<file path="src/hdl/mips_pkg.sv">
// MIPS core shared definitions
`default_nettype none

package mips_pkg;

    typedef logic [31:0] word_t;
    typedef logic [4:0]  reg_idx_t;

    typedef enum logic [3:0] {
        ALU_ADD,
        ALU_SUB,
        ALU_AND,
        ALU_OR,
        ALU_XOR,
        ALU_SLT,
        ALU_SLL,
        ALU_SRL,
        ALU_LUI
    } alu_op_e;

    typedef enum logic [1:0] {
        FWD_NONE = 2'd0,
        FWD_MEM  = 2'd1,
        FWD_WB   = 2'd2
    } fwd_sel_e;

    localparam logic [5:0] OP_RTYPE = 6'h00;
    localparam logic [5:0] OP_ADDIU = 6'h09;
    localparam logic [5:0] OP_ANDI  = 6'h0c;
    localparam logic [5:0] OP_ORI   = 6'h0d;
    localparam logic [5:0] OP_LUI   = 6'h0f;
    localparam logic [5:0] OP_LW    = 6'h23;
    localparam logic [5:0] OP_SW    = 6'h2b;

    localparam logic [5:0] FN_SLL  = 6'h00;
    localparam logic [5:0] FN_SRL  = 6'h02;
    localparam logic [5:0] FN_ADDU = 6'h21;
    localparam logic [5:0] FN_SUBU = 6'h23;
    localparam logic [5:0] FN_AND  = 6'h24;
    localparam logic [5:0] FN_OR   = 6'h25;
    localparam logic [5:0] FN_XOR  = 6'h26;
    localparam logic [5:0] FN_SLT  = 6'h2a;

    typedef struct packed {
        word_t instr;
        word_t pc_plus4;
    } if_id_t;

    typedef struct packed {
        alu_op_e  alu_op;
        word_t    op_a;
        word_t    op_b;
        word_t    st_data;
        reg_idx_t rs;
        reg_idx_t rt;
        reg_idx_t rd;
        logic     reg_wr;
        logic     mem_rd;
        logic     mem_wr;
        logic     use_imm;
    } id_ex_t;

    typedef struct packed {
        word_t    alu_res;
        word_t    st_data;
        reg_idx_t rd;
        logic     reg_wr;
        logic     mem_rd;
        logic     mem_wr;
    } ex_mem_t;

    typedef struct packed {
        word_t    wr_data;
        reg_idx_t rd;
        logic     reg_wr;
    } mem_wb_t;

endpackage

`default_nettype wire

</file>
<file path="src/hdl/decode_unit.sv">
// Instruction decoder
`timescale 1ns/100ps
`default_nettype none

module decode_unit (
    input  mips_pkg::if_id_t   if_id_i,
    input  mips_pkg::word_t    rs_data_i,
    input  mips_pkg::word_t    rt_data_i,
    output mips_pkg::reg_idx_t rs_idx_o,
    output mips_pkg::reg_idx_t rt_idx_o,
    output mips_pkg::id_ex_t   id_ex_o
);
    import mips_pkg::*;

    logic [5:0]  opcode;
    logic [5:0]  funct;
    logic [4:0]  shamt;
    logic [15:0] imm;
    reg_idx_t    dst;
    word_t       imm_ext;
    alu_op_e     alu_op;
    logic        wr;
    logic        mem_rd;
    logic        mem_wr;
    logic        use_imm;
    logic        zero_ext;
    logic        a_is_shamt;

    assign opcode   = if_id_i.instr[31:26];
    assign rs_idx_o = if_id_i.instr[25:21];
    assign rt_idx_o = if_id_i.instr[20:16];
    assign shamt    = if_id_i.instr[10:6];
    assign funct    = if_id_i.instr[5:0];
    assign imm      = if_id_i.instr[15:0];

    always_comb begin
        alu_op     = ALU_ADD;
        wr         = 1'b0;
        mem_rd     = 1'b0;
        mem_wr     = 1'b0;
        use_imm    = 1'b1;
        zero_ext   = 1'b0;
        a_is_shamt = 1'b0;
        case (opcode)
            OP_RTYPE: begin
                use_imm = 1'b0;
                wr      = 1'b1;
                case (funct)
                    FN_ADDU: alu_op = ALU_ADD;
                    FN_SUBU: alu_op = ALU_SUB;
                    FN_AND:  alu_op = ALU_AND;
                    FN_OR:   alu_op = ALU_OR;
                    FN_XOR:  alu_op = ALU_XOR;
                    FN_SLT:  alu_op = ALU_SLT;
                    FN_SLL: begin
                        alu_op     = ALU_SLL;
                        a_is_shamt = 1'b1;
                    end
                    FN_SRL: begin
                        alu_op     = ALU_SRL;
                        a_is_shamt = 1'b1;
                    end
                    default: wr = 1'b0;  // unknown funct retires as a no-op.
                endcase
            end
            OP_ADDIU: wr = 1'b1;
            OP_ANDI: begin
                alu_op   = ALU_AND;
                zero_ext = 1'b1;
                wr       = 1'b1;
            end
            OP_ORI: begin
                alu_op   = ALU_OR;
                zero_ext = 1'b1;
                wr       = 1'b1;
            end
            OP_LUI: begin
                alu_op = ALU_LUI;
                wr     = 1'b1;
            end
            OP_LW: begin
                mem_rd = 1'b1;
                wr     = 1'b1;
            end
            OP_SW: mem_wr = 1'b1;
            default: use_imm = 1'b0;
        endcase
    end

    assign imm_ext = zero_ext ? {16'h0000, imm} : {{16{imm[15]}}, imm};
    assign dst     = (opcode == OP_RTYPE) ? if_id_i.instr[15:11] : rt_idx_o;

    // shifts take shamt on A, so rs is cleared to keep it out of forwarding.
    assign id_ex_o = '{
        alu_op:  alu_op,
        op_a:    a_is_shamt ? {27'd0, shamt} : rs_data_i,
        op_b:    use_imm ? imm_ext : rt_data_i,
        st_data: rt_data_i,
        rs:      a_is_shamt ? reg_idx_t'(0) : rs_idx_o,
        rt:      rt_idx_o,
        rd:      dst,
        reg_wr:  wr && (dst != '0),  // r0 writes are dropped here.
        mem_rd:  mem_rd,
        mem_wr:  mem_wr,
        use_imm: use_imm
    };

endmodule

`default_nettype wire

</file>
<file path="config.mk">
export PLATFORM = sky130hd
export DESIGN_NAME = decode_unit
export DESIGN_NICKNAME = d
export VERILOG_FILES = /design/src/hdl/mips_pkg.sv /design/src/hdl/decode_unit.sv
export SDC_FILE = /design/constraint.sdc
export NUM_CORES = 1
export LEC_CHECK = 0
export ABC_AREA = 1
export BUFFER_PORTS_ARGS = -buffer_cell sky130_fd_sc_hd__buf_2
export CORE_AREA = 5 5 95 97
export DETAILED_ROUTE_END_ITERATION = 8
export DIE_AREA = 0 0 100 102
export GPL_TIMING_DRIVEN = 0
export PLACE_DENSITY = 0.71
export SETUP_SLACK_MARGIN = 0.4
export SLEW_MARGIN = 0
export SYNTH_ARGS = -nofsm -noshare
export SYNTH_HDL_FRONTEND = slang
export SYNTH_SLANG_ARGS = --single-unit
export TNS_END_PERCENT = 5
</file>
<file path="constraint.sdc">
create_clock -name vclk -period 1.9
set_input_delay 0.095 -clock vclk [all_inputs]
set_output_delay 0.095 -clock vclk [all_outputs]
set_load 0.02 [all_outputs]
</file>
==> impl_metrics.tcl, run 1 <==
set metrics [dict create \
    status "complete, no violations" \
    synth.avg_cell_area_sq_um 5.18 \
    hold_removal_path_class "in -> out" \
    end_kind "primary output" \
    die_width_microns 100 \
    numPortBuffers 225 \
    hold_depth 4 \
    synthTopCellsByArea "buf_4 24%, nand2_1 18%, inv_1 15%" \
    finalWeightedCongestion 0.830 \
    antennaDiodeCount 0 \
    finalHoldViolCount 0 \
    hp-start "rs_data_i[31]" \
    design.portCount 257 \
    fillerInstances 843 \
    synthAdderAreaFrac_pct 0 \
    worst-endpoint-required_ps 1800 \
    netlist_area_sq_mm 0.00158 \
    global_route.peak_usage_layer "met2" \
    use_met3_pct 1.43 \
    postSynthCellCount 304 \
    yosysWarnings 0 \
    maxClockFrequency_ghz 0.691 \
    final_max_slew_viol_count 0 \
    finalSetupTns_ps 0 \
    share_of_the_synthesized_area_in_compound_gates_ao_oa_aoi_oai_pct 11.1 \
    antenna_found_initial 0 \
    sequential_cell_total 0 \
    synth-xor-area-share_pct 0 \
    max-vdd-ir-drop_mv 0.0907 \
    rsz0062_at_grt "true" \
    fin_crit_sh_pct 76.1 \
    synth_nets 432 \
    setup_viol 0 \
    route.antenna.remaining_nets 0 \
    cellLeakagePower_nw 2.13 \
    finish.instance_area_sq_mm 0.00312 \
    design.final.nets 672 \
    synth.yosys.seq_area_share_pct 0 \
    grt_start_max_net_pins 11 \
    postLayoutCoreUtil_pct 38.8 \
    max-slew-margin-rel_pct 85.0 \
    stdcell_count 647 \
    layout-drive-gt1-share_pct 62.7 \
    post-synth-top-area-cell "buf_4" \
    final_period_minus_worst_setup_slack_ps 1450 \
    grt.met2_usage_pct 25.4 \
    synth-simple-area-share_pct 42.8 \
    layout_commonest_cell "buf_2" \
    place_ws_ps 213 \
    hpwl_after_detailed_placement_microns 6540 \
    tightest_slew_ps 222 \
    source_of_the_critical_timing_path "if_id_i[63]" \
    drc 0 \
    synth_top_family_by_area "buffers and inverters" \
    grt_overflow_total 0 \
    wire_per_inst_microns 11.6 \
    floorplan.die_area_sq_mm 0.0102 \
    timing.max_cap.violations 0 \
    synthToLayoutAreaGrowth_pct 98.3 \
    coreArea_sq_mm 0.00805 \
    first_global_vias 2448 \
    core.rowCount 33 \
    totalPowerFinal_mw 0.838 \
    synth.lib_cells_used.distinct 22 \
    cts.hold.buffers_added 0 \
    starting_density_of_the_core_pct 19.6 \
    crit_arrival_ps 1350 \
    maximum_fanout_along_the_worst_path 10 \
    globalRouteTotalUtil_pct 12.5 \
    path_class "in -> out" \
    dpl-instance-area_sq_mm 0.00283 \
    wire_length_of_the_first_global_routing_pass_microns 11000 \
    cell_count_post_placement 634 \
    routed_wirelength_microns 7500 \
    post-route-worst-setup-slack_ps 454 \
    mostFrequentLayoutCells "205 x buf_2, 78 x buf_4, 74 x nand2_1" \
    power.density_cell_area_mw_per_mm2 268 \
    detailroute.via_count 2610 \
    area.sequential_sq_um 0 \
    synthMuxAreaShare_pct 0 \
    netlist.area_leader.share_pct 23.8 \
    fp.dieH_microns 102 \
    crit_path_start_kind "input pin" \
    drtPass1Iterations 4 \
    clock_buffer_count 0 \
    hold_end "id_ex_o[114]" \
    detail_route.iter0.violations 34 \
    hold_slack_ps 500 \
    groute.layer.met1.usage_pct 14.6 \
    detail_route.vias_per_cell 4.03 \
]
-- worst max-delay path by stage --
stage / end / slack (ps) / depth (start not counted)
2_1_floorplan: id_ex_o[83] / 660 / 6
3_3_place_gp: id_ex_o[83] / 200 / 8
3_5_place_dp: id_ex_o[83] / 210 / 8
4_1_cts: id_ex_o[3] / 390 / 9
5_1_grt: id_ex_o[71] / 350 / 12
6_report: id_ex_o[62] / 450 / 11
-- power breakdown --
part / internal [mW] / switching [mW]
combinational: 0.367 / 0.471
clock: 0 / 0
sequential: 0 / 0
total: 0.367 / 0.471
-- cell families after synthesis --
logic type	Yosys count
simple gates	154
buf+inv	126
compound gates	24
-- metal layers --
metal,up-vias,wire length (microns)
li1,1328,-
met1,1146,2800
met2,130,4040
met3,6,640
met4,0,25
met5,-,0
-- cells in the mapped netlist (all sizes together) --
cell type / n
nand2: 86
inv: 65
buf: 61
nor2: 50
o21ai: 22
nand3: 8
nand4: 8
a21oi: 1
nor3: 1
nor4: 1
o211ai: 1
-- layout make-up --
class	instances	area [sq um]	share of cell area [%]
repair buffers	238	1350	43.3
inverters	65	246	7.89
multi-input cells	178	902	28.9
well taps	105	131	4.21
plain buffers	61	490	15.7
-- worst max-delay path: stages --
cell	delay, ps
buf_2	120
nor2_4	180
inv_2	70
nor2_4	80
nand2_2	80
nand2_2	90
nor2_4	50
buf_8	130
buf_6	150
o21ai_2	110
buf_2	170
-- what timing repair did --
| action | in CTS | in global routing |
|---|---|---|
| gates cloned | 0 | 2 |
| buffers inserted | 5 | 6 |
| setup endpoints to repair | 48 | 56 |
| pin swaps | 2 | 3 |
| gates resized for setup | 3 | 45 |
(Power assumes the default switching activity.)
==> run 2: changes to the inputs <==
--- a/config.mk
+++ b/config.mk
@@ -7,11 +7,11 @@
 export LEC_CHECK = 0
 export ABC_AREA = 1
 export BUFFER_PORTS_ARGS = -buffer_cell sky130_fd_sc_hd__buf_2
-export CORE_AREA = 5 5 95 97
+export CORE_AREA = 5 5 96 98
 export DETAILED_ROUTE_END_ITERATION = 8
-export DIE_AREA = 0 0 100 102
+export DIE_AREA = 0 0 101 103
 export GPL_TIMING_DRIVEN = 0
-export PLACE_DENSITY = 0.71
+export PLACE_DENSITY = 0.7
 export SETUP_SLACK_MARGIN = 0.4
 export SLEW_MARGIN = 0
 export SYNTH_ARGS = -nofsm -noshare
==> constraint.sdc (replaced) <==
create_clock -name vclk -period 1.35
set_input_delay 0.0675 -clock vclk [all_inputs]
set_output_delay 0.0675 -clock vclk [all_outputs]
set_load 0.02 [all_outputs]
==> impl_metrics.tcl, run 2 (synthesized netlist as in run 1, its figures left out) <==
set metrics [dict create \
    status "finished with violations" \
    fin_crit_sh_pct 102 \
    design.final.nets 671 \
    setup_viol 4 \
    numPortBuffers 225 \
    tightest_slew_ps 193 \
    crit_chain "buf_8 > nor2_4 > inv_2 > nor2_2 > nand2_2 > nand2_2 > nor2_4 > buf_12 > clkbuf_16 > o21ai_4 > buf_6" \
    timing.critical_path.slowest_cell_delay_ps 180 \
    hold_removal_path_class "in -> out" \
    floorplan.die_area_sq_mm 0.0104 \
    hpwl_after_detailed_placement_microns 6770 \
    globalRouteTotalUtil_pct 12.0 \
    grt_start_max_net_pins 11 \
    end_kind "primary output" \
    crit_path_start_kind "input pin" \
    area.sequential_sq_um 0 \
    hold_slack_ps 437 \
    finalWeightedCongestion 0.788 \
    timing.max_cap.violations 0 \
    stdcell_count 649 \
    p_switching_mw 0.744 \
    path_class "in -> out" \
    cts.hold.buffers_added 0 \
    mostFrequentLayoutCells "149 x buf_2, 96 x buf_4, 59 x inv_1" \
    grt_overflow_total 0 \
    rsz0062_at_grt "true" \
    clockPowerShare_pct 0 \
    share_comb_of_total_power_pct 100.0 \
    cellLeakagePower_nw 2.28 \
    core.rowCount 34 \
    drtPass1Iterations 4 \
    p_int_mw 0.655 \
    design.portCount 257 \
    layout-drive-gt1-share_pct 69.3 \
    swShare_pct 53.2 \
    fp.dieH_microns 103 \
    multi_input_comb_area_sq_mm 0.00115 \
    final_period_minus_worst_setup_slack_ps 1380 \
    wire_per_inst_microns 12.8 \
    detail_route.iter0.violations 43 \
    antennaDiodeCount 0 \
    fillerInstances 836 \
    max-vdd-ir-drop_mv 0.150 \
    sequential_cell_total 0 \
    first_global_vias 2253 \
    power.density_cell_area_mw_per_mm2 377 \
    maxClockFrequency_ghz 0.727 \
    die_width_microns 101 \
    max-slew-margin-rel_pct 87.0 \
    drc 0 \
    seqPwrFrac_pct 0 \
    detail_route.vias_per_cell 4.02 \
    wire_length_of_the_first_global_routing_pass_microns 10500 \
    layout_commonest_cell "buf_2" \
    postLayoutCoreUtil_pct 44.2 \
    final_max_slew_viol_count 0 \
    routed_wirelength_microns 8290 \
    finalHoldViolCount 0 \
    critical-path-slowest-cell "nor2_4" \
    antenna_found_initial 0 \
    crit_arrival_ps 1310 \
    clock_buffer_count 0 \
    cell_count_post_placement 637 \
    finalSetupTns_ps -26.7 \
    synthToLayoutAreaGrowth_pct 135 \
    violations "setup timing" \
    maximum_fanout_along_the_worst_path 7 \
    worst-endpoint-required_ps 1280 \
    route.antenna.remaining_nets 0 \
    starting_density_of_the_core_pct 18.8 \
    detailroute.via_count 2609 \
    post-route-worst-setup-slack_ps -25.8 \
    coreArea_sq_mm 0.00838 \
]
[run 2: cell count changes in the layout (fill, tap and decap cells not counted), moves of 5 or more]
cell,delta
nand2_2,+18
buf_6,+28
buf_12,+5
o21ai_2,-10
o21ai_1,-5
buf_4,+18
buf_2,-56
o21ai_4,+15
nand2_1,-22
[run 2: worst paths after layout]
| check | endpoint | startpoint | slack (ps) | cells after the start |
|---|---|---|---|---|
| setup / recovery | id_ex_o[52] | if_id_i[62] | -30 | 11 |
| hold / removal | id_ex_o[86] | rs_data_i[3] | 440 | 4 |
[run 2: metal layers]
metal | share of wire [%] | vias up | wire length, microns | global-route usage, %
met4 | 0.33 | 0 | 27 | 0.511
li1 | - | 1324 | - | -
met5 | 0 | - | 0 | 0
met3 | 7.8 | 2 | 645 | 1.08
met1 | 37 | 1153 | 3090 | 15.0
met2 | 55 | 130 | 4520 | 23.4
[run 2: critical path: cells and delay by family]
| family | cells | cell delay [ps] |
|---|---|---|
| buffers and inverters | 5 | 580 |
| and+or+nand+nor | 5 | 490 |
| AOI/OAI and AO/OA | 1 | 150 |
[run 2: final cells by class]
class,count,area share [%]
Inverter,65,6.65
Multi-Input combinational cell,178,31.0
Buffer,61,15.1
Timing Repair Buffer,237,43.6
Tap cell,108,3.64
[run 2: what timing repair did]
item                                    4_1_cts  5_1_grt
gates resized for setup                      51      130
pin swaps                                     4       12
endpoints found under the hold margin         0        0
endpoints found under the setup margin       80       81
gates cloned                                  0        2
buffers inserted                              8        2
[run 2: metrics by stage]
stage	cell area, sq um	total power, mW	setup slack (ps)
finish	3710	1.40	-25.8
global route	3710	1.49	-127
CTS	3220	1.23	-25.5
detailed placement	2970	1.14	-298
global placement	2970	1.13	-306
floorplan	1710	0.704	212
[run 2: power groups by stage]
stage	registers, mW	clock network (mW)	logic [mW]
5_1_grt	0	0	1.49
4_1_cts	0	0	1.23
3_3_place_gp	0	0	1.13
6_report	0	0	1.40
3_5_place_dp	0	0	1.14
2_1_floorplan	0	0	0.704
