## src/hdl/mips_pkg.sv

```systemverilog
// MIPS core shared definitions
`default_nettype none

package mips_pkg;

    typedef logic [31:0] word_t;
    typedef logic [4:0]  reg_idx_t;

    typedef enum logic [3:0] {
        ALU_ADD,
        ALU_SUB,
        ALU_AND,
        ALU_OR,
        ALU_XOR,
        ALU_SLT,
        ALU_SLL,
        ALU_SRL,
        ALU_LUI
    } alu_op_e;

    typedef enum logic [1:0] {
        FWD_NONE = 2'd0,
        FWD_MEM  = 2'd1,
        FWD_WB   = 2'd2
    } fwd_sel_e;

    localparam logic [5:0] OP_RTYPE = 6'h00;
    localparam logic [5:0] OP_ADDIU = 6'h09;
    localparam logic [5:0] OP_ANDI  = 6'h0c;
    localparam logic [5:0] OP_ORI   = 6'h0d;
    localparam logic [5:0] OP_LUI   = 6'h0f;
    localparam logic [5:0] OP_LW    = 6'h23;
    localparam logic [5:0] OP_SW    = 6'h2b;

    localparam logic [5:0] FN_SLL  = 6'h00;
    localparam logic [5:0] FN_SRL  = 6'h02;
    localparam logic [5:0] FN_ADDU = 6'h21;
    localparam logic [5:0] FN_SUBU = 6'h23;
    localparam logic [5:0] FN_AND  = 6'h24;
    localparam logic [5:0] FN_OR   = 6'h25;
    localparam logic [5:0] FN_XOR  = 6'h26;
    localparam logic [5:0] FN_SLT  = 6'h2a;

    typedef struct packed {
        word_t instr;
        word_t pc_plus4;
    } if_id_t;

    typedef struct packed {
        alu_op_e  alu_op;
        word_t    op_a;
        word_t    op_b;
        word_t    st_data;
        reg_idx_t rs;
        reg_idx_t rt;
        reg_idx_t rd;
        logic     reg_wr;
        logic     mem_rd;
        logic     mem_wr;
        logic     use_imm;
    } id_ex_t;

    typedef struct packed {
        word_t    alu_res;
        word_t    st_data;
        reg_idx_t rd;
        logic     reg_wr;
        logic     mem_rd;
        logic     mem_wr;
    } ex_mem_t;

    typedef struct packed {
        word_t    wr_data;
        reg_idx_t rd;
        logic     reg_wr;
    } mem_wb_t;

endpackage

`default_nettype wire

```

## src/hdl/hazard_unit.sv

```systemverilog
// Forwarding and load-use control
`timescale 1ns/100ps
`default_nettype none

module hazard_unit (
    input  logic               clk,
    input  logic               rst_n_i,
    input  mips_pkg::reg_idx_t id_rs_idx_i,
    input  mips_pkg::reg_idx_t id_rt_idx_i,
    input  mips_pkg::reg_idx_t ex_rs_idx_i,
    input  mips_pkg::reg_idx_t ex_rt_idx_i,
    input  mips_pkg::reg_idx_t ex_dst_idx_i,
    input  logic               ex_mem_rd_i,
    input  logic               ex_valid_i,
    input  mips_pkg::reg_idx_t mem_dst_idx_i,
    input  logic               mem_reg_wr_i,
    input  logic               mem_valid_i,
    input  mips_pkg::reg_idx_t wb_dst_idx_i,
    input  logic               wb_reg_wr_i,
    input  logic               wb_valid_i,
    output logic               stall_o,
    output mips_pkg::fwd_sel_e fwd_a_o,
    output mips_pkg::fwd_sel_e fwd_b_o
);
    import mips_pkg::*;

    logic mem_hit_a;
    logic mem_hit_b;
    logic wb_hit_a;
    logic wb_hit_b;
    logic ex_load;

    assign mem_hit_a = mem_valid_i && mem_reg_wr_i && (mem_dst_idx_i == ex_rs_idx_i);
    assign mem_hit_b = mem_valid_i && mem_reg_wr_i && (mem_dst_idx_i == ex_rt_idx_i);
    assign wb_hit_a  = wb_valid_i && wb_reg_wr_i && (wb_dst_idx_i == ex_rs_idx_i);
    assign wb_hit_b  = wb_valid_i && wb_reg_wr_i && (wb_dst_idx_i == ex_rt_idx_i);

    // the younger result in mem wins over writeback.
    assign fwd_a_o = (ex_rs_idx_i == '0) ? FWD_NONE :
                     mem_hit_a ? FWD_MEM : wb_hit_a ? FWD_WB : FWD_NONE;
    assign fwd_b_o = (ex_rt_idx_i == '0) ? FWD_NONE :
                     mem_hit_b ? FWD_MEM : wb_hit_b ? FWD_WB : FWD_NONE;

    assign ex_load = ex_valid_i && ex_mem_rd_i && (ex_dst_idx_i != '0);
    assign stall_o = ex_load && (ex_dst_idx_i == id_rs_idx_i || ex_dst_idx_i == id_rt_idx_i);

    // a stall leaves exactly one empty slot in execute behind the load.
    a_stall_bubble: assert property (@(posedge clk) disable iff (!rst_n_i)
        stall_o |-> ex_valid_i && ex_mem_rd_i ##1 !ex_valid_i);

endmodule

`default_nettype wire

```

## config.mk

```make
export PLATFORM = sky130hd
export DESIGN_NAME = hazard_unit
export DESIGN_NICKNAME = d
export VERILOG_FILES = /design/src/hdl/mips_pkg.sv /design/src/hdl/hazard_unit.sv
export SDC_FILE = /design/constraint.sdc
export NUM_CORES = 1
export LEC_CHECK = 0
export BUFFER_PORTS_ARGS = -buffer_cell sky130_fd_sc_hd__buf_4
export CORE_AREA = 2 2 39 41
export DETAILED_ROUTE_END_ITERATION = 7
export DIE_AREA = 0 0 41 43
export PLACE_DENSITY = 0.83
export SYNTH_ARGS = -nofsm -noshare
export SYNTH_HDL_FRONTEND = slang
export SYNTH_SLANG_ARGS = --single-unit
```

## constraint.sdc

```tcl
create_clock -name vclk -period 1
set_clock_uncertainty 0.05 [all_clocks]
set_input_delay 0.05 -clock vclk [all_inputs]
set_output_delay 0.05 -clock vclk [all_outputs]
set_load 0.005 [all_outputs]
```

==> metrics.cfg, run 1 <==
[logic_synthesis]
yosysTopAreaCellShare_pct = 49.1
synth_largest_area_cell = xnor2_1
ys_seq_area_share_pct = 0
ys_top_cells_by_area = xnor2_1 (49%), xor2_1 (12%), nand3_1 (7.0%)
syn_area_um2 = 428
syn-num-nets = 98
postSynthCellCount = 55
yosys_warnings = 0
synth_cell_types = 11
avgSynthCellArea_um2 = 7.78

[floorplan]
core_mm2 = 0.00138
start_util_pct = 30.9
fp-row-count = 14
die-area_mm2 = 0.00176
die_h_um = 43
io_pins = 48
die_width_um = 41

[worst_setup_path]
crit_start = ex_rs_idx_i[4]
startpoint_type = primary input
required_ps = 900
cp_max_fo = 2
critical_path_class = in -> out
cp.arrival_ps = 1090
worst_setup_path_end_kind = output port

[timing]
rsz0062_at_grt = true
tightest_slew_ps = 204
setup_viol = 5
setup_tns_ps = -667
maxSlewHeadroom_pct = 86.3
fin_ws_ps = -187
hold_viol_final = 0
holdWs_ps = 399
final.min_clock_period_ps = 1190
fmax_ghz = 0.843
slew_violations = 0
finalCritPeriodShare_pct = 119

[pwr]
vdd_ir_drop_max_uv = 184
total_power_w = 0.000375
power_density_mw_per_mm2 = 398
p_leak_nw = 0.401

[drt]
antenna_left = 0
drt_iter0_drc = 9
firstDrtPassIters = 4
routedWlPerCell_um = 12.8
routed_wl_um = 1640
viasPerCell = 4.71
drc_errors = 0
vias = 603

[grt]
grt_max_degree = 4
overflow = 0
antenna_found_initial = 0
grt_pass1_wl_um = 2550
grt_use_total_pct = 19.8
grt_pass1_vias = 602

[hold_path]
min_from = ex_valid_i
hp-class = in -> out

[finish]
utilization_pct = 68.0
drive_gt1_share_pct = 58.9
nNetsFinal = 157
seq_cells = 0
diodes = 0
register_area_um2 = 0
final.clkbuf_count = 0
areaGrowthSynthToFinish_pct = 120

[placed_design]
numPortBuffers = 46
gp_congestion = 0.842
pre_cts_slack_ps = -192

[status]
violations = setup timing
outcome = finished with violations

[clocking]
cts.hold.buffers_added = 0

[run]
drv_cap = 0

## critical path: stages
cell and delay (ps):
buf_6 90, or4_4 540, nor2_4 120, nor3_2 50, o21a_1 110, buf_4 130
## layout make-up
cell class,count,area [um^2]
well taps,16,20.0
multi-input cells,55,454
fillers,97,443
repair buffers,57,467
## layout by cell type, fill, tap and decap left out, drive strengths merged
master | Yosys | final
buf | 0 | 57
xnor2 | 24 | 24
nand3 | 6 | 6
xor2 | 6 | 6
nor3 | 6 | 6
nand4 | 4 | 4
or4 | 3 | 3
nor2 | 2 | 2
o21a | 2 | 2
o211ai | 1 | 1
a21oi | 1 | 1
## repair_timing
action | CTS | global route
hold endpoints to repair | 0 | 0
setup buffers | 0 | 0
setup endpoints to repair | 5 | 5
resized for setup | 10 | 2
pin swaps | 9 | 7
## path summary, 6_finish.rpt
kind	to	depth (start not counted)	slack, ps
setup / recovery	fwd_a_o[1]	6	-190
hold / removal	stall_o	4	400
## cell families after synthesis
kind of cell and share of synthesized area (%):
AND/OR/NAND/NOR 32.2, XOR/XNOR 61.4, AO/OA/AOI/OAI 6.43
## through the flow
| stage | cells | instance area, um^2 |
|---|---|---|
| final | 128 | 941 |
| after global placement | 128 | 888 |
| after floorplan | 55 | 428 |
| after global routing | 128 | 941 |
| after detailed placement | 128 | 888 |
| after CTS | 128 | 930 |
## cells in the mapped netlist
library cell,n
xnor2_1,24
nand4_1,4
nor3_1,6
or4_1,1
o211ai_1,1
a21oi_1,1
nand3_1,6
o21a_1,2
or4_4,2
nor2_4,2
xor2_1,6
## power breakdown
group,total (W),internal [W],switching [W]
combinational,0.000375,0.000238,0.000137
clock,0,0,0
sequential,0,0,0
## layer usage
metal | track usage, % | share of wire, % | wire length [um] | up-vias
met5 | 0 | 0 | 0 | -
met4 | 1.33 | 0 | 0 | 0
met3 | 0.524 | 3.5 | 57 | 0
met2 | 35.3 | 57 | 942 | 11
met1 | 25.9 | 39 | 639 | 282
li1 | - | - | - | 310
No activity file was read; power rests on OpenSTA's default activity.
==> run 2, diff against run 1 <==
CELL_PAD_IN_SITES_DETAIL_PLACEMENT = 2   (was unset)
CELL_PAD_IN_SITES_GLOBAL_PLACEMENT = 2   (was unset)
CORE_AREA = unset   (was 2 2 39 41)
CORE_MARGIN = 2   (was unset)
CORE_UTILIZATION = 16   (was unset)
DIE_AREA = unset   (was 0 0 41 43)
PLACE_DENSITY = 0.89   (was 0.83)
==> metrics.cfg, run 2 (same netlist as run 1, synthesis figures left out) <==
[floorplan]
start_util_pct = 17.1
io_pins = 48
die_h_um = 55.7
die-area_mm2 = 0.00310
fp-row-count = 18
die_width_um = 55.7
core_mm2 = 0.00250

[finish]
final_common_cell = buf_4
nNetsFinal = 158
fin_area_um2 = 980
drive_gt1_share_pct = 61.1
diodes = 0
register_area_um2 = 0
layout_common_cells = buf_4 (51), xnor2_1 (22), nand3_1 (6), xor2_1 (6)
final.clkbuf_count = 0
fillers = 315
areaGrowthSynthToFinish_pct = 129
seq_cells = 0

[worst_setup_path]
critical_path_class = in -> out
cpPeakStageDelay_ps = 540
cpMaxStageDelayCell = or4_4
critical-path-top-delay-family = simple AND/OR/NAND/NOR gates
worst_setup_path_end_kind = output port
startpoint_type = primary input
cp.arrival_ps = 1090
crit_buf_inv = 2
path_cells = buf_6 -> or4_4 -> nor2_4 -> nor3_2 -> o21a_1 -> buf_4
cp_max_fo = 2
required_ps = 900

[drt]
routed_wl_um = 2090
firstDrtPassIters = 3
vias = 625
drc_errors = 0
viasPerCell = 4.37
routedWlPerCell_um = 14.6
antenna_left = 0
drt_iter0_drc = 3

[timing]
setup_viol = 5
final.min_clock_period_ps = 1190
fin_ws_ps = -189
fmax_ghz = 0.841
rsz0062_at_grt = true
maxSlewHeadroom_pct = 85.3
slew_violations = 0
finalCritPeriodShare_pct = 119
hold_viol_final = 0
tightest_slew_ps = 219
setup_tns_ps = -653

[pwr]
power_density_mw_per_mm2 = 398
vdd_ir_drop_max_uv = 148
p_leak_nw = 0.411

[placed_design]
placed_cell_area_um2 = 906
dp_hpwl_um = 1920
numPortBuffers = 46
gp_congestion = 0.810
pre_cts_slack_ps = -211

[hold_path]
hp-class = in -> out

[grt]
grt_use_total_pct = 14.2
grt_pass1_wl_um = 3590
grt_max_degree = 4
overflow = 0
grt_pass1_vias = 771
antenna_found_initial = 0

[status]
violations = setup timing
outcome = finished with violations

[run]
drv_cap = 0

run 2: worst paths after layout:
path / start / endpoint / cells after the start
setup / recovery: ex_rt_idx_i[3] / fwd_b_o[1] / 6
hold / removal: ex_valid_i / stall_o / 4
run 2: cell type report:
| cell class | instances | area, um^2 | area share (%) |
|---|---|---|---|
| tap | 30 | 37.5 | 3.83 |
| multi-input combinational | 55 | 468 | 47.8 |
| timing repair buffer | 58 | 474 | 48.4 |
run 2: tightest hold or removal path: stages:
cell	delay, ps
buf_4	110
o211ai_1	80
a21oi_1	50
buf_4	130
run 2: metrics by stage:
stage / utilization (%) / cells / power [W] / hold slack (ps)
6_report: 39.2 / 143 / 0.000390 / 426
5_1_grt: 39.2 / 143 / 0.000426 / 448
4_1_cts: 38.7 / 144 / 0.000391 / 413
3_5_place_dp: 36.2 / 142 / 0.000368 / 410
3_3_place_gp: 36.2 / 142 / 0.000351 / 412
2_1_floorplan: - / 55 / 0.000126 / 157
run 2: what timing repair did:
item	CTS	global route
gates resized for setup	11	3
gates cloned	0	0
endpoints found under the setup margin	5	5
setup buffers	2	0
hold buffers	0	0
pin swaps	10	10
run 2: where the power goes:
| part | switching [W] | internal (W) | total [W] |
|---|---|---|---|
| logic | 0.000147 | 0.000243 | 0.000390 |
| clock network | 0 | 0 | 0 |
| registers | 0 | 0 | 0 |
| total | 0.000147 | 0.000243 | 0.000390 |
run 2: layer usage:
| metal | GRT usage, % | up-vias | share of wire [%] |
|---|---|---|---|
| met5 | 0 | - | 0 |
| met4 | 2.79 | 0 | 2.6 |
| met3 | 0.930 | 4 | 4.8 |
| met2 | 27.2 | 27 | 52 |
| met1 | 17.2 | 282 | 41 |
| li1 | - | 312 | - |
==> run 3, diff against run 2 <==
ABC_AREA = 1   (was unset)
PLACE_DENSITY = 0.92   (was 0.89)
==> metrics.cfg, run 3 <==
[status]
outcome = finished clean

[timing]
setup_tns_ps = 0
finalCritPeriodShare_pct = 91.9
slew_violations = 0
fmax_ghz = 1.09
tightest_slew_ps = 199
setup_viol = 0
holdWs_ps = 387
maxSlewHeadroom_pct = 86.6
final.min_clock_period_ps = 919
hold_viol_final = 0

[pwr]
swShare_pct = 47.9
netSwitchingPower_w = 0.000170
p_clk_share_pct = 0
combPwrFrac_pct = 100.0
power_density_mw_per_mm2 = 354
p_leak_nw = 0.577
total_power_w = 0.000355
power_frac_seq_pct = 0
vdd_ir_drop_max_uv = 77.4
power.internal_w = 0.000185

[finish]
fillers = 445
seq_cells = 0
multi_input_area_um2 = 483
final_common_cell = nand2_1
diodes = 0
drive_gt1_share_pct = 33.7
register_area_um2 = 0
layout_common_cells = nand2_1 (48), buf_4 (45), inv_1 (23), nor2_1 (15)
final.clkbuf_count = 0
areaGrowthSynthToFinish_pct = 80.6
fin_area_mm2 = 0.00100
nNetsFinal = 217

[hold_path]
hp-class = in -> out
hold-path-endpoint = stall_o
hold_path_depth = 4
min_from = ex_valid_i

[clocking]
postCtsSetupBuffers = 0
cts.hold.buffers_added = 0

[grt]
grt_max_degree = 6
grt_busiest_layer = met2
use_met1_pct = 12.9
grtUsageMet3_pct = 2.70
antenna_found_initial = 0
grt_use_total_pct = 13.0
grt_pass1_wl_um = 4390
overflow = 0
grt_pass1_vias = 1052
use_met2_pct = 28.2

[logic_synthesis]
syn_area_um2 = 556
synth_cell_types = 12
synth.most_common_cell = nand2_1
postSynthCellCount = 126
synth_largest_area_cell = nand2_1
yosysTopAreaCellShare_pct = 33.1
ys_seq_area_share_pct = 0
avgSynthCellArea_um2 = 4.41
ys_top_cells_by_area = nand2_1 (33%), inv_1 (19%), nor2_1 (11%)
syn-num-nets = 169
yosys_warnings = 0
ys_top_cells_by_count = nand2_1 (49), inv_1 (28), nor2_1 (17)

[worst_setup_path]
worst_setup_path_end_kind = output port
cpPeakStageDelay_ps = 160
critical-path-top-delay-family = simple AND/OR/NAND/NOR gates
path_cells = buf_4 -> inv_1 -> nand3_1 -> nor3_2 -> nor2_1 -> nand2_1 -> nor2_2 -> buf_4
cp_max_fo = 3
cp.arrival_ps = 820
path_common_cell = buf_4
startpoint_type = primary input
cpMaxStageDelayCell = nor3_2
required_ps = 900
crit_buf_inv = 3
critical_path_class = in -> out

[placed_design]
gp_congestion = 0.699
numPortBuffers = 46
dp_hpwl_um = 2320
placed_cell_area_um2 = 958

[drt]
vias = 938
firstDrtPassIters = 2
viasPerCell = 4.30
drt_iter0_drc = 6
routedWlPerCell_um = 11.6
antenna_left = 0
routed_wl_um = 2540
drc_errors = 0

[floorplan]
io_pins = 48
fp-row-count = 21
die_h_um = 62.9
die_width_um = 62.9
die-area_mm2 = 0.00396
core_mm2 = 0.00334
start_util_pct = 16.6

[run]
drv_cap = 0

[run 3: through the flow]
stage / setup WS, ps / std cells / util, %
2_1_floorplan: 357 / 126 / -
3_3_place_gp: 46.9 / 218 / 28.7
3_5_place_dp: -13.5 / 218 / 28.7
4_1_cts: 49.0 / 218 / 29.0
5_1_grt: -27.5 / 218 / 30.1
6_report: 80.7 / 218 / 30.1
[run 3: logic make-up (layout without fill, tap and decap cells)]
group	after synthesis	in the layout	share of synthesized area, %
AOI/OAI and AO/OA	7	7	7.21
xor gates and xnor gates	7	7	11.0
buffers and inverters	28	74	18.9
and+or+nand+nor	84	84	62.8
[run 3: area by class of cell]
type | instances | share of cell area [%]
Multi-Input combinational cell | 98 | 48.1
Inverter | 28 | 11.0
Timing Repair Buffer | 46 | 35.2
Tap cell | 46 | 5.74
[run 3: worst max-delay path by stage]
stage / slack [ps] / end / startpoint / cells after the start
after floorplan: 360 / fwd_a_o[0] / ex_rs_idx_i[3] / 5
after global placement: 50 / fwd_b_o[1] / ex_rt_idx_i[3] / 8
after detailed placement: -10 / fwd_a_o[1] / ex_rs_idx_i[3] / 8
after CTS: 50 / fwd_a_o[1] / ex_rs_idx_i[3] / 8
after global routing: -30 / fwd_a_o[1] / mem_dst_idx_i[1] / 8
final: 80 / fwd_a_o[1] / ex_rs_idx_i[4] / 8
[run 3: layer usage]
metal  share of wire [%]  up-vias  routed length, um
met2                  57       32               1440
met5                   0        -                  0
li1                    -      475                  -
met1                  36      431                903
met3                 7.5        0                191
met4                   0        0                  0
[run 3: timing repair]
action | CTS | global route
pin swaps | 0 | 7
gates resized for setup | 2 | 15
setup endpoints to repair | 2 | 3
[run 3: power by group through the flow]
stage / clock, W / sequential [W] / combinational (W)
after floorplan: 0 / 0 / 0.000140
after global placement: 0 / 0 / 0.000331
after detailed placement: 0 / 0 / 0.000342
after CTS: 0 / 0 / 0.000346
after global routing: 0 / 0 / 0.000403
final: 0 / 0 / 0.000355
[run 3: worst min-delay path, delay by kind of cell]
kind	cells	cell delay [ps]
and+or+nand+nor	1	70
AOI/OAI and AO/OA	1	40
buffers and inverters	2	230
