## config.mk

```make
export PLATFORM = sky130hd
export DESIGN_NAME = alu
export DESIGN_NICKNAME = d
export VERILOG_FILES = /design/src/hdl/mips_pkg.sv /design/src/hdl/alu.sv
export SDC_FILE = /design/constraint.sdc
export NUM_CORES = 1
export LEC_CHECK = 0
export BUFFER_PORTS_ARGS = -buffer_cell sky130_fd_sc_hd__buf_2
export CAP_MARGIN = 20
export CELL_PAD_IN_SITES_DETAIL_PLACEMENT = 0
export CELL_PAD_IN_SITES_GLOBAL_PLACEMENT = 2
export CORE_MARGIN = 2
export CORE_UTILIZATION = 38
export DETAILED_ROUTE_END_ITERATION = 8
export PLACE_DENSITY_LB_ADDON = 0.1
export SYNTH_ARGS = -nofsm -noshare
export SYNTH_HDL_FRONTEND = slang
export SYNTH_SLANG_ARGS = --single-unit
export TNS_END_PERCENT = 50
```

## constraint.sdc

```tcl
create_clock -name vclk -period 10.7
set_input_delay 2.14 -clock vclk [all_inputs]
set_output_delay 2.14 -clock vclk [all_outputs]
set_load 0.1 [all_outputs]
```

## src/hdl/mips_pkg.sv

```systemverilog
// MIPS core shared definitions
`default_nettype none

package mips_pkg;

    typedef logic [31:0] word_t;
    typedef logic [4:0]  reg_idx_t;

    typedef enum logic [3:0] {
        ALU_ADD,
        ALU_SUB,
        ALU_AND,
        ALU_OR,
        ALU_XOR,
        ALU_SLT,
        ALU_SLL,
        ALU_SRL,
        ALU_LUI
    } alu_op_e;

    typedef enum logic [1:0] {
        FWD_NONE = 2'd0,
        FWD_MEM  = 2'd1,
        FWD_WB   = 2'd2
    } fwd_sel_e;

    localparam logic [5:0] OP_RTYPE = 6'h00;
    localparam logic [5:0] OP_ADDIU = 6'h09;
    localparam logic [5:0] OP_ANDI  = 6'h0c;
    localparam logic [5:0] OP_ORI   = 6'h0d;
    localparam logic [5:0] OP_LUI   = 6'h0f;
    localparam logic [5:0] OP_LW    = 6'h23;
    localparam logic [5:0] OP_SW    = 6'h2b;

    localparam logic [5:0] FN_SLL  = 6'h00;
    localparam logic [5:0] FN_SRL  = 6'h02;
    localparam logic [5:0] FN_ADDU = 6'h21;
    localparam logic [5:0] FN_SUBU = 6'h23;
    localparam logic [5:0] FN_AND  = 6'h24;
    localparam logic [5:0] FN_OR   = 6'h25;
    localparam logic [5:0] FN_XOR  = 6'h26;
    localparam logic [5:0] FN_SLT  = 6'h2a;

    typedef struct packed {
        word_t instr;
        word_t pc_plus4;
    } if_id_t;

    typedef struct packed {
        alu_op_e  alu_op;
        word_t    op_a;
        word_t    op_b;
        word_t    st_data;
        reg_idx_t rs;
        reg_idx_t rt;
        reg_idx_t rd;
        logic     reg_wr;
        logic     mem_rd;
        logic     mem_wr;
        logic     use_imm;
    } id_ex_t;

    typedef struct packed {
        word_t    alu_res;
        word_t    st_data;
        reg_idx_t rd;
        logic     reg_wr;
        logic     mem_rd;
        logic     mem_wr;
    } ex_mem_t;

    typedef struct packed {
        word_t    wr_data;
        reg_idx_t rd;
        logic     reg_wr;
    } mem_wb_t;

endpackage

`default_nettype wire

```

## src/hdl/alu.sv

```systemverilog
// Execute stage ALU
`timescale 1ns/100ps
`default_nettype none

module alu (
    input  mips_pkg::alu_op_e op_i,
    input  mips_pkg::word_t   a_i,
    input  mips_pkg::word_t   b_i,
    output mips_pkg::word_t   res_o
);
    import mips_pkg::*;

    always_comb begin
        case (op_i)
            ALU_ADD: res_o = a_i + b_i;
            ALU_SUB: res_o = a_i - b_i;
            ALU_AND: res_o = a_i & b_i;
            ALU_OR:  res_o = a_i | b_i;
            ALU_XOR: res_o = a_i ^ b_i;
            ALU_SLT: res_o = {31'd0, $signed(a_i) < $signed(b_i)};
            ALU_SLL: res_o = b_i << a_i[4:0];
            ALU_SRL: res_o = b_i >> a_i[4:0];
            ALU_LUI: res_o = {b_i[15:0], 16'h0000};
            default: res_o = '0;
        endcase
    end

endmodule

`default_nettype wire

```

==> reports/qor.json, run 1 <==
{
  "sta": {
    "setup_viol": 0,
    "max_clock_freq_mhz": 115,
    "unrepaired_setup_endpoints_after_global_routing": "false",
    "worst_slew_margin_rel_pct": 27.9,
    "final.setup.tns_ns": 0,
    "slew_viol_final": 0,
    "worst_pin_slew_ns": 1.07,
    "finalHoldViolCount": 0,
    "post-route-period-util_pct": 81.5,
    "finalWorstPathRequiredPeriod_ns": 8.72
  },
  "setup_path": {
    "setup.worst_path.start_class": "primary input",
    "path_class": "primary input to primary output",
    "worstPathArrival_ns": 6.58,
    "worst_setup_path_end_kind": "primary output",
    "cp.required_ns": 8.56,
    "path_max_fanout": 32
  },
  "synthesis": {
    "distinct_cell_type_count_after_synthesis": 82,
    "synth-warning-count": 0,
    "syn-num-nets": 1419,
    "syn-instance-count": 1253,
    "synth.avg_cell_area_sq_um": 6.84,
    "synth.cell_area_sq_um": 8570,
    "yosysSeqAreaShare_pct": 0
  },
  "job": {
    "cap_violations": 0
  },
  "final_layout": {
    "sequential_cell_area_sq_um": 0,
    "area_growth_syn_to_layout_pct": 7.32,
    "post_route_cells_drive_above_1_share_pct": 15.5,
    "flops_and_latches": 0,
    "fin_cells": 1556,
    "antenna_cells_inserted": 0,
    "finalNetCount": 1444,
    "nClkBuffers": 0
  },
  "worst_hold_path": {
    "min-delay-path-class": "primary input to primary output"
  },
  "floorplan": {
    "design.core.area_sq_um": 22000,
    "io_pins": 100,
    "start_util_pct": 39.0,
    "fp.dieW_microns": 154,
    "die_h_microns": 154,
    "die_area_sq_um": 23800,
    "placement_rows": 54
  },
  "route": {
    "drt_drc_violations_left": 0,
    "first_pass_iters": 6,
    "wl_per_cell_microns": 27.9,
    "drt-initial-drc-count": 1200,
    "routed_via_density": 6.79,
    "remaining_antenna_violation_count": 0,
    "finalWirelength_microns": 43500,
    "routed-via-count": 10600
  },
  "placement": {
    "placed_cells_incl_taps": 1556,
    "place_congestion": 0.990,
    "numPortBuffers": 100,
    "place_hpwl_microns": 33600
  },
  "global_route": {
    "grt_pass1_vias": 9725,
    "grt_antenna_before_repair": 0,
    "gr-usage-all-layers_pct": 35.2,
    "grt_remaining_overflow": 0,
    "global_route_wire_length_before_repair_microns": 63800,
    "maximum_number_of_pins_on_one_net_before_global_route_repair": 72
  },
  "run_status": {
    "outcome": "finished clean"
  },
  "clock_tree": {
    "cts_resized": 0,
    "cts_setup_buffers": 0,
    "holdBufCountCts": 0
  },
  "power_and_ir_drop": {
    "total_leakage_power_uw": 0.00396,
    "pwr_density_cell_nw_per_um2": 68.5,
    "power.ir.vdd_worst_uv": 52.8
  }
}
[placed cells by master (no fill, tap or decap), drive strengths merged, types with 7 or more instances in the layout]
master / netlist / layout
o31ai: 8 / 8
buf: 36 / 121
a221oi: 17 / 17
a22oi: 26 / 26
o21bai: 8 / 8
a21o: 13 / 13
nand4: 12 / 12
nand2: 131 / 131
ha: 96 / 96
nand3: 26 / 26
mux2: 9 / 9
mux2i: 38 / 38
nand2b: 12 / 12
a211oi: 24 / 24
or3: 14 / 14
o21a: 8 / 8
nor3: 19 / 19
or2: 9 / 9
a221o: 10 / 10
a21oi: 114 / 114
nor4: 10 / 10
and2: 9 / 9
mux4: 44 / 44
nor2b: 12 / 12
o2111ai: 7 / 7
nor2: 116 / 116
o221ai: 17 / 17
inv: 93 / 93
a211o: 8 / 8
o21ai: 99 / 99
o22ai: 22 / 22
a31oi: 16 / 16
o211ai: 37 / 37
[power breakdown]
group	total [uW]	switching (uW)	internal (uW)	leakage (uW)
combinational	630	456	174	0.00396
sequential	0	0	0	0
clock	0	0	0	0
[cell type report]
class | instances | area [sq um]
fill | 2402 | 12800
inverter | 95 | 357
timing repair buffer | 121 | 661
tap | 280 | 350
multi-input combinational | 1060 | 7830
[synth_stat cells, drive strengths merged, types with 4 or more instances]
master,count,share of area [%]
nand2,131,5.7
nor2,116,5.1
a21oi,114,6.7
o21ai,99,5.8
ha,96,14
inv,93,4.1
clkbuf,62,2.7
mux4,44,12
mux2i,38,4.4
o211ai,37,3.2
buf,36,2.2
a22oi,26,2.3
nand3,26,1.5
a211oi,24,2.2
o22ai,22,1.6
nor3,19,1.1
a221oi,17,1.7
o221ai,17,1.7
a31oi,16,1.2
or3,14,1.0
a21o,13,1.1
nand2b,12,0.88
nand4,12,0.88
nor2b,12,0.88
a221o,10,1.2
nor4,10,0.73
and2,9,0.66
mux2,9,1.2
or2,9,0.66
a211o,8,0.82
o21a,8,0.70
o21bai,8,0.70
o31ai,8,0.70
o2111ai,7,0.72
and3,5,0.37
nor4b,5,0.69
o221a,5,0.66
a311oi,4,0.41
o211a,4,0.47
o311ai,4,0.50
or4,4,0.39
[critical path, cell delays in order]
cell	delay, ns
sky130_fd_sc_hd__buf_4	0.34
sky130_fd_sc_hd__inv_1	0.25
sky130_fd_sc_hd__ha_1	0.36
sky130_fd_sc_hd__fa_1	0.45
sky130_fd_sc_hd__nor3_1	0.29
sky130_fd_sc_hd__o311ai_1	0.19
sky130_fd_sc_hd__a311oi_1	0.45
sky130_fd_sc_hd__o2111ai_1	0.34
sky130_fd_sc_hd__o311ai_1	0.54
sky130_fd_sc_hd__o21ai_0	0.21
sky130_fd_sc_hd__mux2i_1	0.15
sky130_fd_sc_hd__or4_1	0.54
sky130_fd_sc_hd__buf_2	0.32
[through the flow]
stage          hold slack (ns)  area, sq um  util (%)  total power [uW]  setup slack (ns)
2_1_floorplan             4.97         8570         -               441              1.17
3_3_place_gp              5.17         9190      41.9               617              2.18
3_5_place_dp              5.19         9190      41.9               614              2.11
4_1_cts                   5.19         9190      41.9               616              2.09
5_1_grt                   5.24         9190      41.9               664              1.70
6_report                  5.18         9190      41.9               630              1.98
[path summary, 6_finish.rpt]
kind	end	startpoint	depth (start not counted)
setup / recovery	res_o[26]	a_i[0]	13
hold / removal	res_o[10]	a_i[10]	7
[cell families (layout without fill, tap and decap cells)]
kind of cell / after synthesis / after routing / synth area share, %
compound gates: 474 / 474 / 37.2
fa+ha+maj: 98 / 98 / 14.5
buf+inv: 193 / 216 / 9.16
mux: 91 / 91 / 17.2
simple gates: 397 / 397 / 22.0
[routing by layer]
metal,share of wire [%],vias up,routed length (microns),GRT usage [%]
li1,-,4786,-,-
met1,42,5063,18200,48.6
met2,44,630,19200,55.8
met3,8.8,90,3810,3.95
met4,5.1,0,2220,14.8
met5,0,-,0,0
(Power assumes the default switching activity.)
==> run 2: changes to the inputs <==
--- a/config.mk
+++ b/config.mk
@@ -10,7 +10,7 @@
 export CELL_PAD_IN_SITES_DETAIL_PLACEMENT = 0
 export CELL_PAD_IN_SITES_GLOBAL_PLACEMENT = 2
 export CORE_MARGIN = 2
-export CORE_UTILIZATION = 38
+export CORE_UTILIZATION = 35
 export DETAILED_ROUTE_END_ITERATION = 8
 export PLACE_DENSITY_LB_ADDON = 0.1
 export SYNTH_ARGS = -nofsm -noshare
==> constraint.sdc (replaced) <==
create_clock -name vclk -period 8.2
set_input_delay 1.64 -clock vclk [all_inputs]
set_output_delay 1.64 -clock vclk [all_outputs]
set_load 0.1 [all_outputs]
==> reports/qor.json, run 2 (synthesis results as in run 1) <==
{
  "sta": {
    "finalHoldViolCount": {"value": 0, "change": "unchanged"},
    "worst_pin_slew": {"value": 1.13, "unit": "ns", "change": "+0.0579 ns"},
    "unrepaired_setup_endpoints_after_global_routing": "false",
    "finalWorstPathRequiredPeriod_ns": 7.52,
    "final.setup.tns": {"value": 0, "unit": "ns", "change": "unchanged"},
    "final_critical_path_setup_slack": {"value": 0.679, "unit": "ns", "change": "-1.30 ns"},
    "max_clock_freq_mhz": 133,
    "post-route-period-util_pct": 91.7,
    "setup_viol": {"value": 0, "change": "unchanged"},
    "slew_viol_final": {"value": 0, "change": "unchanged"},
    "worst_slew_margin_rel": {"value": 24.0, "unit": "%", "change": "-3.9 points"}
  },
  "global_route": {
    "grt_antenna_before_repair": {"value": 1, "change": "+1"},
    "maximum_number_of_pins_on_one_net_before_global_route_repair": {"value": 72, "change": "unchanged"},
    "grt_remaining_overflow": {"value": 0, "change": "unchanged"},
    "grt_pass1_vias": {"value": 10000, "change": "+3.1%"},
    "global_route_wire_length_before_repair": {"value": 66600, "unit": "microns", "change": "+4.3%"},
    "gr-usage-all-layers": {"value": 33.9, "unit": "%", "change": "-1.3 points"}
  },
  "setup_path": {
    "worstPathArrival": {"value": 5.88, "unit": "ns", "change": "-0.70 ns"},
    "setup.worst_path.start_class": "primary input",
    "cell_type_of_the_slowest_stage_on_the_worst_timing_path": "sky130_fd_sc_hd__o311ai_1",
    "path_max_fanout": {"value": 7, "change": "-78%"},
    "worst_setup_path_end_kind": "primary output",
    "critical_path.most_common_cell": "sky130_fd_sc_hd__o311ai_1",
    "cp.required": {"value": 6.56, "unit": "ns", "change": "-2.00 ns"},
    "critical-path-max-stage-delay": {"value": 0.55, "unit": "ns", "change": "about the same"},
    "cp_cell_sequence": "buf_4 -> inv_1 -> ha_1 -> fa_1 -> nor3_1 -> o311ai_1 -> a311oi_1 -> o2111ai_1 -> o311ai_1 -> o21ai_0 -> mux2i_1 -> or4_1 -> buf_2",
    "path_class": "primary input to primary output"
  },
  "final_layout": {
    "final_area": {"value": 9520, "unit": "sq um", "change": "+3.6%"},
    "flops_and_latches": {"value": 0, "change": "unchanged"},
    "layout_common_cells": "sky130_fd_sc_hd__nand2_1, sky130_fd_sc_hd__nor2_1, sky130_fd_sc_hd__a21oi_1",
    "post_route_cells_drive_above_1_share": {"value": 15.8, "unit": "%", "change": "+0.33 points"},
    "layout.cells.most_common": "sky130_fd_sc_hd__nand2_1",
    "nClkBuffers": {"value": 0, "change": "unchanged"},
    "nFillCells": {"value": 2657, "change": "+11%"},
    "area_growth_syn_to_layout_pct": 11.2,
    "sequential_cell_area": {"value": 0, "unit": "sq um", "change": "unchanged"},
    "finalNetCount": {"value": 1449, "change": "+0.35%"}
  },
  "route": {
    "drt_drc_violations_left": {"value": 0, "change": "unchanged"},
    "remaining_antenna_violation_count": {"value": 0, "change": "unchanged"},
    "routed_via_density": {"value": 6.63, "change": "-2.4%"},
    "first_pass_iters": {"value": 6, "change": "unchanged"},
    "finalWirelength": {"value": 45100, "unit": "microns", "change": "+3.6%"},
    "wl_per_cell": {"value": 28.1, "unit": "microns", "change": "+0.37%"},
    "drt-initial-drc-count": {"value": 1172, "change": "-2.3%"},
    "routed-via-count": {"value": 10600, "change": "+0.76%"}
  },
  "placement": {
    "numPortBuffers": {"value": 100, "change": "unchanged"},
    "place_congestion": {"value": 1.02, "change": "+2.8%"},
    "placement.cell_area": {"value": 9510, "unit": "sq um", "change": "+3.4%"},
    "place_hpwl": {"value": 34900, "unit": "microns", "change": "+4.0%"},
    "post-place-ws": {"value": 0.756, "unit": "ns", "change": "-1.35 ns"}
  },
  "floorplan": {
    "start_util": {"value": 35.4, "unit": "%", "change": "-3.6 points"},
    "die_area": {"value": 25700, "unit": "sq um", "change": "+8.3%"},
    "placement_rows": {"value": 57, "change": "+5.6%"},
    "io_pins": {"value": 100, "change": "unchanged"},
    "fp.dieW": {"value": 160, "unit": "microns", "change": "+4.1%"},
    "die_h": {"value": 160, "unit": "microns", "change": "+4.1%"},
    "design.core.area": {"value": 24200, "unit": "sq um", "change": "+10%"}
  },
  "job": {
    "cap_violations": {"value": 0, "change": "unchanged"}
  },
  "worst_hold_path": {
    "min-delay-path-class": "primary input to primary output"
  },
  "clock_tree": {
    "holdBufCountCts": {"value": 0, "change": "unchanged"},
    "cts_setup_buffers": {"value": 0, "change": "unchanged"},
    "cts_resized": {"value": 0, "change": "unchanged"}
  },
  "run_status": {
    "outcome": "finished clean"
  }
}
==> run 2: critical path, delay by kind of cell <==
| kind | cells | cell delay [ns] |
|---|---|---|
| fa+ha+maj | 2 | 0.83 |
| mux | 1 | 0.15 |
| simple gates | 2 | 0.89 |
| buf+inv | 3 | 0.52 |
| compound gates | 5 | 1.83 |
==> run 2: layer usage <==
layer | part of all wire (%) | vias to the layer above | GRT usage [%]
li1 | - | 4809 | -
met1 | 42 | 5127 | 46.1
met2 | 44 | 604 | 53.0
met3 | 8.2 | 109 | 4.55
met4 | 6.0 | 0 | 16.1
met5 | 0 | - | 0
==> run 2: metrics by stage <==
stage,util (%),instances,hold WS [ns]
final,39.4,1606,4.09
after floorplan,-,1253,3.97
after detailed placement,39.3,1604,4.06
after CTS,39.3,1604,4.06
after global placement,39.3,1604,4.07
after global routing,39.4,1605,4.09
==> run 2: final timing paths <==
path / cells past startpoint / to / slack [ns] / startpoint
max: 13 / res_o[26] / 0.68 / a_i[0]
min: 6 / res_o[16] / 4.09 / b_i[0]
==> run 2: area by class of cell <==
| cell class | instances | area [sq um] | area share [%] |
|---|---|---|---|
| Timing Repair Buffer | 126 | 942 | 9.89 |
| Inverter | 95 | 357 | 3.74 |
| Multi-Input combinational cell | 1060 | 7820 | 82.1 |
| Tap cell | 324 | 405 | 4.26 |
| Antenna cell | 1 | 2.50 | 0.0263 |
==> run 3: changes to the inputs <==
--- a/config.mk
+++ b/config.mk
@@ -10,9 +10,10 @@
 export CELL_PAD_IN_SITES_DETAIL_PLACEMENT = 0
 export CELL_PAD_IN_SITES_GLOBAL_PLACEMENT = 2
 export CORE_MARGIN = 2
-export CORE_UTILIZATION = 35
+export CORE_UTILIZATION = 38
 export DETAILED_ROUTE_END_ITERATION = 8
 export PLACE_DENSITY_LB_ADDON = 0.1
+export SKIP_LAST_GASP = 1
 export SYNTH_ARGS = -nofsm -noshare
 export SYNTH_HDL_FRONTEND = slang
 export SYNTH_SLANG_ARGS = --single-unit
==> constraint.sdc (replaced) <==
create_clock -name vclk -period 9.4
set_input_delay 1.88 -clock vclk [all_inputs]
set_output_delay 1.88 -clock vclk [all_outputs]
set_load 0.1 [all_outputs]
==> reports/qor.json, run 3 (synthesis results as in run 1) <==
{
  "run_status": {
    "outcome": "finished clean"
  },
  "route": {
    "drt_drc_violations_left": {"value": 0, "change": "unchanged"},
    "drt-initial-drc-count": {"value": 1190, "change": "+1.5%"},
    "wl_per_cell": {"value": 28.3, "unit": "microns", "change": "+1.0%"},
    "finalWirelength": {"value": 44100, "unit": "microns", "change": "-2.2%"},
    "routed_via_density": {"value": 6.89, "change": "+3.9%"},
    "remaining_antenna_violation_count": {"value": 0, "change": "unchanged"},
    "first_pass_iters": {"value": 5, "change": "-1"},
    "routed-via-count": {"value": 10700, "change": "+0.56%"}
  },
  "worst_hold_path": {
    "whs_path_depth": {"value": 4, "change": "-2"},
    "min-delay-path-class": "primary input to primary output",
    "min-delay-start": "b_i[2]",
    "worstHoldEndpoint": "res_o[18]"
  },
  "setup_path": {
    "critical_path.most_common_cell": "sky130_fd_sc_hd__o311ai_1",
    "path_delay_family": "compound AO/OA/AOI/OAI gates",
    "path_class": "primary input to primary output",
    "cp.required": {"value": 7.52, "unit": "ns", "change": "+0.96 ns"},
    "path_max_fanout": {"value": 32, "change": "+25"},
    "critical-path-max-stage-delay": {"value": 0.62, "unit": "ns", "change": "+0.07 ns"},
    "path_depth": {"value": 13, "change": "unchanged"},
    "worst_setup_path_end_kind": "primary output",
    "cp_cell_sequence": "buf_4 -> inv_1 -> ha_1 -> fa_1 -> nor3_1 -> o311ai_1 -> a311oi_1 -> o2111ai_1 -> o311ai_1 -> o21ai_0 -> mux2i_1 -> or4_1 -> buf_2",
    "path_buf_inv": {"value": 3, "change": "unchanged"},
    "worstPathArrival": {"value": 6.51, "unit": "ns", "change": "+0.63 ns"},
    "setup.worst_path.start_class": "primary input",
    "cell_type_of_the_slowest_stage_on_the_worst_timing_path": "sky130_fd_sc_hd__o311ai_1"
  },
  "sta": {
    "slew_viol_final": {"value": 0, "change": "unchanged"},
    "worst_pin_slew": {"value": 1.13, "unit": "ns", "change": "-0.000327 ns"},
    "max_clock_freq_mhz": 119,
    "finalHoldViolCount": {"value": 0, "change": "unchanged"},
    "worst_hold_slack": {"value": 4.57, "unit": "ns", "change": "+0.481 ns"},
    "post-route-period-util_pct": 89.3,
    "unrepaired_setup_endpoints_after_global_routing": "false",
    "final.setup.tns": {"value": 0, "unit": "ns", "change": "unchanged"},
    "setup_viol": {"value": 0, "change": "unchanged"},
    "finalWorstPathRequiredPeriod_ns": 8.39,
    "worst_slew_margin_rel": {"value": 24.0, "unit": "%", "change": "about the same"}
  },
  "floorplan": {
    "fp.dieW": {"value": 154, "unit": "microns", "change": "-3.9%"},
    "die_area": {"value": 23800, "unit": "sq um", "change": "-7.7%"},
    "io_pins": {"value": 100, "change": "unchanged"},
    "die_h": {"value": 154, "unit": "microns", "change": "-3.9%"},
    "design.core.area": {"value": 22000, "unit": "sq um", "change": "-9.2%"},
    "start_util": {"value": 39.0, "unit": "%", "change": "+3.6 points"},
    "placement_rows": {"value": 54, "change": "-5.3%"}
  },
  "job": {
    "cap_violations": {"value": 0, "change": "unchanged"}
  },
  "power_and_ir_drop": {
    "power.ir.vdd_worst_uv": 48.7,
    "pwr_density_cell_nw_per_um2": 79.0,
    "clock_power_share_pct": 0,
    "share_comb_of_total_power_pct": 100.0,
    "sw_frac_of_total_pct": 71.5,
    "power_switching_uw": 524,
    "total_power_uw": 733,
    "internal_power_uw": 209,
    "sequentialPowerShare_pct": 0,
    "total_leakage_power_uw": 0.00398
  },
  "global_route": {
    "grt_remaining_overflow": {"value": 0, "change": "unchanged"},
    "gr-usage-all-layers": {"value": 36.1, "unit": "%", "change": "+2.2 points"},
    "global_route_wire_length_before_repair": {"value": 65600, "unit": "microns", "change": "-1.5%"},
    "maximum_number_of_pins_on_one_net_before_global_route_repair": {"value": 73, "change": "+1.4%"},
    "grt_pass1_vias": {"value": 10100, "change": "+0.26%"},
    "grt_antenna_before_repair": {"value": 0, "change": "-1"}
  },
  "placement": {
    "placement.cell_area": {"value": 9270, "unit": "sq um", "change": "-2.6%"},
    "place_hpwl": {"value": 34500, "unit": "microns", "change": "-1.2%"},
    "place_congestion": {"value": 1.00, "change": "-1.6%"},
    "numPortBuffers": {"value": 100, "change": "unchanged"}
  },
  "clock_tree": {
    "cts_setup_buffers": {"value": 0, "change": "unchanged"},
    "cts_resized": {"value": 0, "change": "unchanged"},
    "holdBufCountCts": {"value": 0, "change": "unchanged"}
  },
  "final_layout": {
    "layout.cells.most_common": "sky130_fd_sc_hd__nand2_1",
    "sequential_cell_area": {"value": 0, "unit": "sq um", "change": "unchanged"},
    "area_growth_syn_to_layout_pct": 8.18,
    "flops_and_latches": {"value": 0, "change": "unchanged"},
    "final_area": {"value": 9270, "unit": "sq um", "change": "-2.7%"},
    "antenna_cells_inserted": {"value": 0, "change": "-1"},
    "nFillCells": {"value": 2391, "change": "-10%"},
    "post_route_cells_drive_above_1_share": {"value": 15.5, "unit": "%", "change": "-0.40 points"},
    "layout_common_cells": "sky130_fd_sc_hd__nand2_1, sky130_fd_sc_hd__nor2_1, sky130_fd_sc_hd__a21oi_1",
    "multi_input_comb_area": {"value": 7830, "unit": "sq um", "change": "+0.19%"},
    "finalNetCount": {"value": 1443, "change": "-0.41%"},
    "nClkBuffers": {"value": 0, "change": "unchanged"},
    "finalCoreUtilization": {"value": 42.2, "unit": "%", "change": "+2.8 points"}
  }
}
run 3: layout make-up:
| class | count | area share [%] |
|---|---|---|
| timing repair buffer | 120 | 7.86 |
| tap | 280 | 3.78 |
| inverter | 95 | 3.85 |
| multi-input combinational | 1060 | 84.5 |
run 3: power groups by stage:
stage / clock network, uW / logic [uW] / registers, uW
2_1_floorplan: 0 / 502 / 0
4_1_cts: 0 / 717 / 0
5_1_grt: 0 / 774 / 0
3_3_place_gp: 0 / 718 / 0
6_report: 0 / 733 / 0
3_5_place_dp: 0 / 715 / 0
run 3: per-stage QoR:
stage	std cells	setup slack (ns)
4_1_cts	1555	1.15
3_5_place_dp	1555	1.18
3_3_place_gp	1555	1.22
2_1_floorplan	1253	0.387
6_report	1555	1.01
5_1_grt	1555	0.731
run 3: per-layer routing:
| layer | part of all wire [%] | wire length [microns] | up-vias | track usage (%) |
|---|---|---|---|---|
| met1 | 41 | 18100 | 5184 | 48.3 |
| met2 | 45 | 19900 | 642 | 59.4 |
| met5 | 0 | 0 | - | 0 |
| li1 | - | - | 4795 | - |
| met4 | 4.7 | 2070 | 0 | 13.3 |
| met3 | 9.0 | 3960 | 88 | 4.51 |
run 3: worst max path at each step:
stage,start,end,slack [ns]
after CTS,a_i[0],res_o[26],1.15
after global routing,a_i[0],res_o[26],0.73
final,a_i[0],res_o[26],1.01
after detailed placement,a_i[0],res_o[26],1.18
after floorplan,a_i[0],res_o[24],0.39
after global placement,a_i[0],res_o[26],1.22
